===== src/rtl/image_stream_pkg.sv =====
package image_stream_pkg;

   // Sample and side-band widths of the tagged stream
   localparam int PIXEL_WIDTH = 8;
   localparam int META_WIDTH  = 16;

   // Longest supported line, in pixels
   localparam int MAX_COLS  = 1288;
   // Column counters also hold a line length and one idle slot past it
   localparam int COL_WIDTH = $clog2(MAX_COLS + 2);

   // Sample tags carried with every strobe
   typedef enum logic [2:0] {
      DT_FRAME_START = 3'd0,
      DT_FRAME_END   = 3'd1,
      DT_LINE_START  = 3'd2,
      DT_PIXEL       = 3'd3,
      DT_LINE_END    = 3'd4
   } dtype_t;

   // Pixel tags carry image data, the frame markers carry meta data
   function automatic logic is_pixel(input dtype_t dtype);
      return dtype inside {DT_LINE_START, DT_PIXEL, DT_LINE_END};
   endfunction

endpackage


===== src/rtl/unsharp_filter_pkg.sv =====
package unsharp_filter_pkg;

   // Fixed 3x3 window, one-pixel replicated border
   localparam int KERNEL_SIZE = 3;

   // Signed Q1.7 coefficients
   localparam int COEFF_WIDTH      = 8;
   localparam int COEFF_FRAC_WIDTH = 7;

   // 9-bit signed pixel times Q1.7, three terms
   localparam int ROW_SUM_WIDTH = 18;
   // Row sum times Q1.7, three terms
   localparam int ACC_WIDTH     = 28;

   // Two coefficient stages stack their fraction bits
   localparam int ACC_FRAC_WIDTH = 2 * COEFF_FRAC_WIDTH;
   // Half an output LSB, for round-half-up
   localparam logic signed [ACC_WIDTH-1:0] ACC_ROUND = 1 << (ACC_FRAC_WIDTH - 1);

   // Line buffer sequencing
   typedef enum logic [1:0] {
      LB_IDLE,
      LB_FIRST_LINE,
      LB_STREAM,
      LB_FLUSH
   } lb_state_t;

endpackage


===== src/rtl/window_row_if.sv =====
interface window_row_if
   import image_stream_pkg::*;
();

   logic                   valid;
   dtype_t                 dtype;
   logic [PIXEL_WIDTH-1:0] pixel;
   logic [META_WIDTH-1:0]  meta;

   // Line buffer side
   modport source (output valid, output dtype, output pixel, output meta);

   // Row filter side
   modport sink (input valid, input dtype, input pixel, input meta);

endinterface


===== src/rtl/row_sum_if.sv =====
interface row_sum_if
   import image_stream_pkg::*, unsharp_filter_pkg::*;
();

   logic                            valid;
   dtype_t                          dtype;
   logic signed [ROW_SUM_WIDTH-1:0] sum;
   logic [PIXEL_WIDTH-1:0]          center;
   logic [META_WIDTH-1:0]           meta;

   modport source (output valid, output dtype, output sum, output center, output meta);

   // Blend stage side
   modport sink (input valid, input dtype, input sum, input center, input meta);

endinterface


===== src/rtl/row_filter.sv =====
module row_filter
   import image_stream_pkg::*, unsharp_filter_pkg::*;
(
   input  logic                                    clk,
   input  logic                                    reset,
   input  logic signed [KERNEL_SIZE*COEFF_WIDTH-1:0] coeffs,
   window_row_if.sink                              tap,
   row_sum_if.source                               sum_out
);

   logic [PIXEL_WIDTH-1:0]          left_q;
   logic [PIXEL_WIDTH-1:0]          center_q;
   dtype_t                          center_dtype;
   logic                            pending;

   logic                            tap_pixel;
   logic                            tap_marker;
   logic [PIXEL_WIDTH-1:0]          right_pixel;

   logic                            out_valid;
   dtype_t                          out_dtype;
   logic signed [ROW_SUM_WIDTH-1:0] out_sum;
   logic [PIXEL_WIDTH-1:0]          out_center;
   logic [META_WIDTH-1:0]           out_meta;

   // Pixels are unsigned, so widen with a zero sign bit before weighting
   function automatic logic signed [ROW_SUM_WIDTH-1:0] weigh(
      input logic [PIXEL_WIDTH-1:0] left,
      input logic [PIXEL_WIDTH-1:0] center,
      input logic [PIXEL_WIDTH-1:0] right
   );
      return $signed(coeffs[0 +: COEFF_WIDTH]) * $signed({1'b0, left})
           + $signed(coeffs[COEFF_WIDTH +: COEFF_WIDTH]) * $signed({1'b0, center})
           + $signed(coeffs[2*COEFF_WIDTH +: COEFF_WIDTH]) * $signed({1'b0, right});
   endfunction

   assign tap_pixel   = tap.valid && is_pixel(tap.dtype);
   assign tap_marker  = tap.valid && !is_pixel(tap.dtype);
   // Last column of a line repeats itself as the right neighbor
   assign right_pixel = pending ? center_q : tap.pixel;

   always_ff @(posedge clk) begin
      if (reset) begin
         out_valid <= 1'b0;
         pending   <= 1'b0;
      end else begin
         out_valid <= pending || tap_marker || (tap_pixel && tap.dtype != DT_LINE_START);
         pending   <= tap_pixel && tap.dtype == DT_LINE_END;
      end
   end

   always_ff @(posedge clk) begin
      out_sum    <= weigh(left_q, center_q, right_pixel);
      out_center <= center_q;
      out_dtype  <= tap_marker ? tap.dtype : center_dtype;
      if (tap_marker) begin
         out_meta <= tap.meta;
      end
      if (tap_pixel) begin
         // Left neighbor of column 0 is column 0 itself
         left_q       <= (tap.dtype == DT_LINE_START) ? tap.pixel : center_q;
         center_q     <= tap.pixel;
         center_dtype <= tap.dtype;
      end
   end

   assign sum_out.valid  = out_valid;
   assign sum_out.dtype  = out_dtype;
   assign sum_out.sum    = out_sum;
   assign sum_out.center = out_center;
   assign sum_out.meta   = out_meta;

endmodule


===== src/flat_wrapper.sv =====
// flat-port wrapper written by rule: the top's interface ports become plain ports
module row_filter_flat import image_stream_pkg::*, unsharp_filter_pkg::*;
  (clk, reset, coeffs, tap_valid, tap_dtype, tap_pixel, tap_meta, sum_out_valid, sum_out_dtype, sum_out_sum, sum_out_center, sum_out_meta);
  window_row_if tap_i ();
  row_sum_if sum_out_i ();
  input  logic clk;
  input  logic reset;
  input  logic signed [KERNEL_SIZE*COEFF_WIDTH-1:0] coeffs;
  input wire logic [$bits(tap_i.valid)-1:0] tap_valid;
  input wire logic [$bits(tap_i.dtype)-1:0] tap_dtype;
  input wire logic [$bits(tap_i.pixel)-1:0] tap_pixel;
  input wire logic [$bits(tap_i.meta)-1:0] tap_meta;
  output wire logic [$bits(sum_out_i.valid)-1:0] sum_out_valid;
  output wire logic [$bits(sum_out_i.dtype)-1:0] sum_out_dtype;
  output wire logic [$bits(sum_out_i.sum)-1:0] sum_out_sum;
  output wire logic [$bits(sum_out_i.center)-1:0] sum_out_center;
  output wire logic [$bits(sum_out_i.meta)-1:0] sum_out_meta;
  assign tap_i.valid = tap_valid;
  assign tap_i.dtype = tap_dtype;
  assign tap_i.pixel = tap_pixel;
  assign tap_i.meta = tap_meta;
  assign sum_out_valid = sum_out_i.valid;
  assign sum_out_dtype = sum_out_i.dtype;
  assign sum_out_sum = sum_out_i.sum;
  assign sum_out_center = sum_out_i.center;
  assign sum_out_meta = sum_out_i.meta;
  row_filter u_core (.clk(clk), .reset(reset), .coeffs(coeffs), .tap(tap_i), .sum_out(sum_out_i));
endmodule

===== config.mk =====
export PLATFORM = sky130hd
export DESIGN_NAME = row_filter_flat
export DESIGN_NICKNAME = d
export VERILOG_FILES = /design/src/rtl/image_stream_pkg.sv /design/src/rtl/unsharp_filter_pkg.sv /design/src/rtl/window_row_if.sv /design/src/rtl/row_sum_if.sv /design/src/rtl/row_filter.sv /design/src/flat_wrapper.sv
export SDC_FILE = /design/constraint.sdc
export NUM_CORES = 1
export LEC_CHECK = 0
export BUFFER_PORTS_ARGS = -buffer_cell sky130_fd_sc_hd__buf_2
export CAP_MARGIN = 30
export CORE_MARGIN = 3
export CORE_UTILIZATION = 65
export DETAILED_ROUTE_END_ITERATION = 16
export HOLD_SLACK_MARGIN = 0.15
export PLACE_DENSITY_LB_ADDON = 0.2
export RECOVER_POWER = 25
export SLEW_MARGIN = 20
export SYNTH_ARGS = -nofsm -noshare
export SYNTH_HDL_FRONTEND = slang
export SYNTH_SLANG_ARGS = --single-unit

===== constraint.sdc =====
create_clock -name clk -period 14.4 [get_ports clk]
set_input_delay 2.88 -clock clk [delete_from_list [all_inputs] [get_ports clk]]
set_output_delay 2.88 -clock clk [all_outputs]
set_load 0.02 [all_outputs]

[Yosys cells after proc, flatten, opt, wreduce, memory -nomap -nowiden]
Index checks and enable logic that the tools add are counted.
W data, S select, Z words.
Operators by class
  bitwise logic cells: 0
  equal/unequal tests: 4
  $add $sub $neg: 2
  $mul: 3
  order comparisons: 0
  multiplexer cells: 3
  reductions and logical operators: 8
  shift-type cells: 0
  div/mod/pow operators: 0
Operator list (count)
  $mul A8 B9 Y17: 3
  $add A18 B18 Y18: 2
  $mux W8: 2
  $eq A3 B2 Y1 const B: 2
  $logic_and A1 B1 Y1: 4
  $eq A3 B3 Y1 const B: 1
  $mux W3: 1
  $ne A3 B2 Y1 const B: 1
  $reduce_bool A3 Y1: 1
  $logic_or A1 B1 Y1: 2
  $logic_not A1 Y1: 1
Word-level totals
  memory bits (read-only): 0
  memories kept: 0
  output and inout bits: 46
  latch bits: 0
  logic and storage cells: 29
  input port bits: 54
  register bits: 66
  memory bits (writable): 0

[Logic depth before layout (Yosys ltp)]
  depth after elaboration: 6
  gate-level depth with buffers: 28
  mapped depth without buffers: 27

[Worst setup path before layout]
Ideal clock, no wire load.
  kind: input -> register
  from: input tap_pixel[5]
  to: register u_core.out_sum[15], in the netlist u_core.sum_out.sum[15]
  setup slack: 5.949 ns
  arrival: 8.389 ns
  stages on the path: 24
  library setup time: 0.062 ns
  data required time: 14.338 ns
  cells stage by stage: mux2i_1 nor2b_1 fa_1 inv_1 fa_1 inv_1 fa_1 inv_1 fa_1 inv_1 ha_1 a21oi_2 o21bai_1 a21oi_1 xor2_1 fa_1 inv_1 ha_1 a21o_1 a21o_1 a21oi_1 o21ai_1 or4_1 nand3_1
On the way
  cells in the longest elaborated chain, start to end: 3
Ends and longest elaborated chain
  start, declared: RTL line flat_wrapper.sv:11  | input wire logic [$bits(tap_i.pixel)-1:0] tap_pixel;
  $mux W8: RTL line row_filter.sv:40  | assign right_pixel = pending ? center_q : tap.pixel;
  $mul A8 B9 Y17: RTL line row_filter.sv:34  | + $signed(coeffs[2*COEFF_WIDTH +: COEFF_WIDTH]) * $signed({1'b0, right});
  $add A18 B18 Y18: RTL line row_filter.sv:34
  end signal, assigned: RTL line row_filter.sv:53  | out_sum <= weigh(left_q, center_q, right_pixel);
  end, declared: RTL line row_filter.sv:22  | logic signed [ROW_SUM_WIDTH-1:0] out_sum;
Every way passes these cells.
A chain may end at the register's enable or synchronous reset.

[Final worst setup path]
  from: input tap_pixel[4]
  to: register u_core.out_sum[17], in the netlist u_core.sum_out.sum[17]
The elaborated chain is that of the path after synthesis.

==> run metrics <==
async set-or-reset flop fraction in the synthesized netlist 0%; simple-gate share of the synthesized area 14.2%; # DRC 0; Resize count post-CTS 0; Seq/Total Area, Yosys 17.1%; pin count of the biggest net entering global routing 20; commonest non-fill, non-tap cell in the layout inv_1; Worst Hold Class reg -> reg; synthesized instance count 1023; Initial Util 66.9%; relative slew slack 47.3%; CTS Hold Buffers Added 0; RSZ-0062 raised after global routing false; Yosys cell types 47; Crit Path Category in -> reg; Compound-Gate Fraction of Synth Area 7.85%; layout net count 1457; I/O pin cnt 100; Synth Flop Type edfxtp_1; CTS tree done; Met3 Routed Length 1200 um; M1 wire length 8960 um; area share of fa/ha/maj cells after synthesis 45.1%; period utilization 61.2%; Vias 7188; Antenna diodes 0; top layer reached by signal wires met4; nature of the critical path startpoint input port; total grt overflow 0; fin crit period 8.81 ns; DR WL met2 10600 um; CTS HTree Levels 3; initial drt markers 372; vias in the first global route 7588; Pins Over Slew Limit 0; Root Buffer clkbuf_16; mux contribution to synthesized area 2.10%; Hold Fails Final Rpt 0; status finished clean; Die ar. 16500 um^2; max incr delay on CP 0.59 ns; Worst Path Required 14.62 ns; number of buffers created by CTS 9; WL final 21700 um; antenna-violating nets left 0; initial antenna violation count 0; XOR/XNOR Fraction of Synth Area 4.31%; Syn Std Cell Area 9750 um^2; Post-synth EDFFs 35; critical path peak fanout 8; Total Neg Setup Slack 0 ns; synthesis-stage register bit count 66; slowest CP cell mux2i_1; Final Skew 0.00597 ns; final cell utilization of the core 73.8%; max cap viols 0; Synthesized Nets 1351; # setup viols final 0; RePlAce Congestion 0.911; Syn Area/Cell 9.54 um^2; first-pass GRT wire length 36500 um; # rows 44; layout cells sized above 1 11.1%; Max Clk Rate 114 MHz; clk slew on worst S/H paths 0.06 ns; worst endpoint data arrival time 9.03 ns; Avg WL per Cell 16.4 um; worst skew pair latency 0.34 ns; Fill cells 1068; most frequent cells in the layout inv_1, ha_1, fa_1; largest family of logic cells by synthesized area adder cells; routed vias/inst 5.45; Clock Sinks 66; CP dominant cell by count inv_1; port bufs 99; die extent in x 129 um; post-CTS setup buffers 0; Total GRT Usage 28.1%; actual slew at the worst max-slew pin 0.768 ns; crit end category register; Clock Tree Buf Depth 2; area delta synth->final 10.3%; die height 129 um; YS warnings 0; DRT Pass-1 Iters 5; CORE AREA 14600 um^2; post-detail-place hpwl 17900 um
worst paths after layout:
path / depth (start not counted) / from / slack [ns] / endpoint
min: 2 / u_core.center_dtype[0] / 0.48 / u_core.sum_out.dtype[0]
min reg2reg: 2 / u_core.center_dtype[0] / 0.48 / u_core.sum_out.dtype[0]
max reg2reg: 27 / u_core.pending / 7.51 / u_core.sum_out.sum[17]
max: 28 / tap_pixel[4] / 5.59 / u_core.sum_out.sum[17]
cells in the mapped netlist (4+ instances only):
library cell    n  area [um^2]
dfxtp_1        31          621
nor3_1          5         25.0
a21oi_2         4         35.0
edfxtp_1       35         1050
ha_1          145         1810
clkbuf_1        6         22.5
xnor2_1        24          210
mux2i_1         7         70.1
inv_1         237          890
and2_1         90          563
o21ai_1         4         20.0
a21o_1         17          128
a21oi_1        37          185
o21bai_1        5         37.5
xor2_1         24          210
mux2_2         12          135
fa_1          129         2580
o21a_1          4         30.0
nand2b_1       20          125
o21ai_0        18         90.1
nor2b_1        36          225
nor2_1         34          128
a211oi_1        5         37.5
nand2_1        61          229
per-stage QoR:
step	setup slack (ns)	cells	instance area [um^2]	hold slack, ns
final	5.59	1318	10800	0.477
after global routing	5.12	1318	10800	0.504
after CTS	5.64	1318	10800	0.482
after detailed placement	5.30	1302	10500	0.451
after global placement	5.39	1302	10500	0.433
after floorplan	5.95	1023	9750	0.346
layout make-up:
cell class	instances	area (um^2)	share of cell area (%)
clock inverters	7	76.3	0.709
inverters	237	890	8.27
flip-flops and latches	66	1670	15.5
clock buffers	9	225	2.09
multi-input cells	714	7170	66.6
well taps	184	230	2.14
repair buffers	101	497	4.62
cells by family (layout without fill, tap and decap cells):
| logic type | Yosys count | after routing |
|---|---|---|
| adder cells (fa/ha/maj) | 274 | 274 |
| AND/OR/NAND/NOR | 258 | 258 |
| buffers and inverters | 243 | 354 |
| AO/OA/AOI/OAI | 115 | 115 |
| flip-flops | 66 | 66 |
| XOR/XNOR | 48 | 48 |
| multiplexers | 19 | 19 |
metal layers:
layer,vias to the layer above,track usage (%)
met5,-,0
met4,0,12.9
met3,62,5.52
met2,195,46.2
met1,3499,36.0
li1,3432,-
worst max-delay path, delay by kind of cell:
| family | cells | cell delay (ns) |
|---|---|---|
| AOI/OAI and AO/OA | 10 | 1.75 |
| xor gates and xnor gates | 1 | 0.12 |
| adders and majority gates | 8 | 3.12 |
| buffers and inverters | 6 | 0.32 |
| muxes | 1 | 0.59 |
| and+or+nand+nor | 2 | 0.22 |
registers in the layout (all words and copies together), names as in the netlist:
name,count
u_core.left_q,8
u_core.center_q,8
u_core.sum_out.meta,16
u_core.sum_out.dtype,3
u_core.sum_out.sum,18
u_core.pending,1
u_core.center_dtype,3
u_core.sum_out.center,8
u_core.sum_out.valid,1
Power is left out: the tool's default activity adds up to more than one toggle a clock period on the data nets, which glitch-free logic cannot reach.
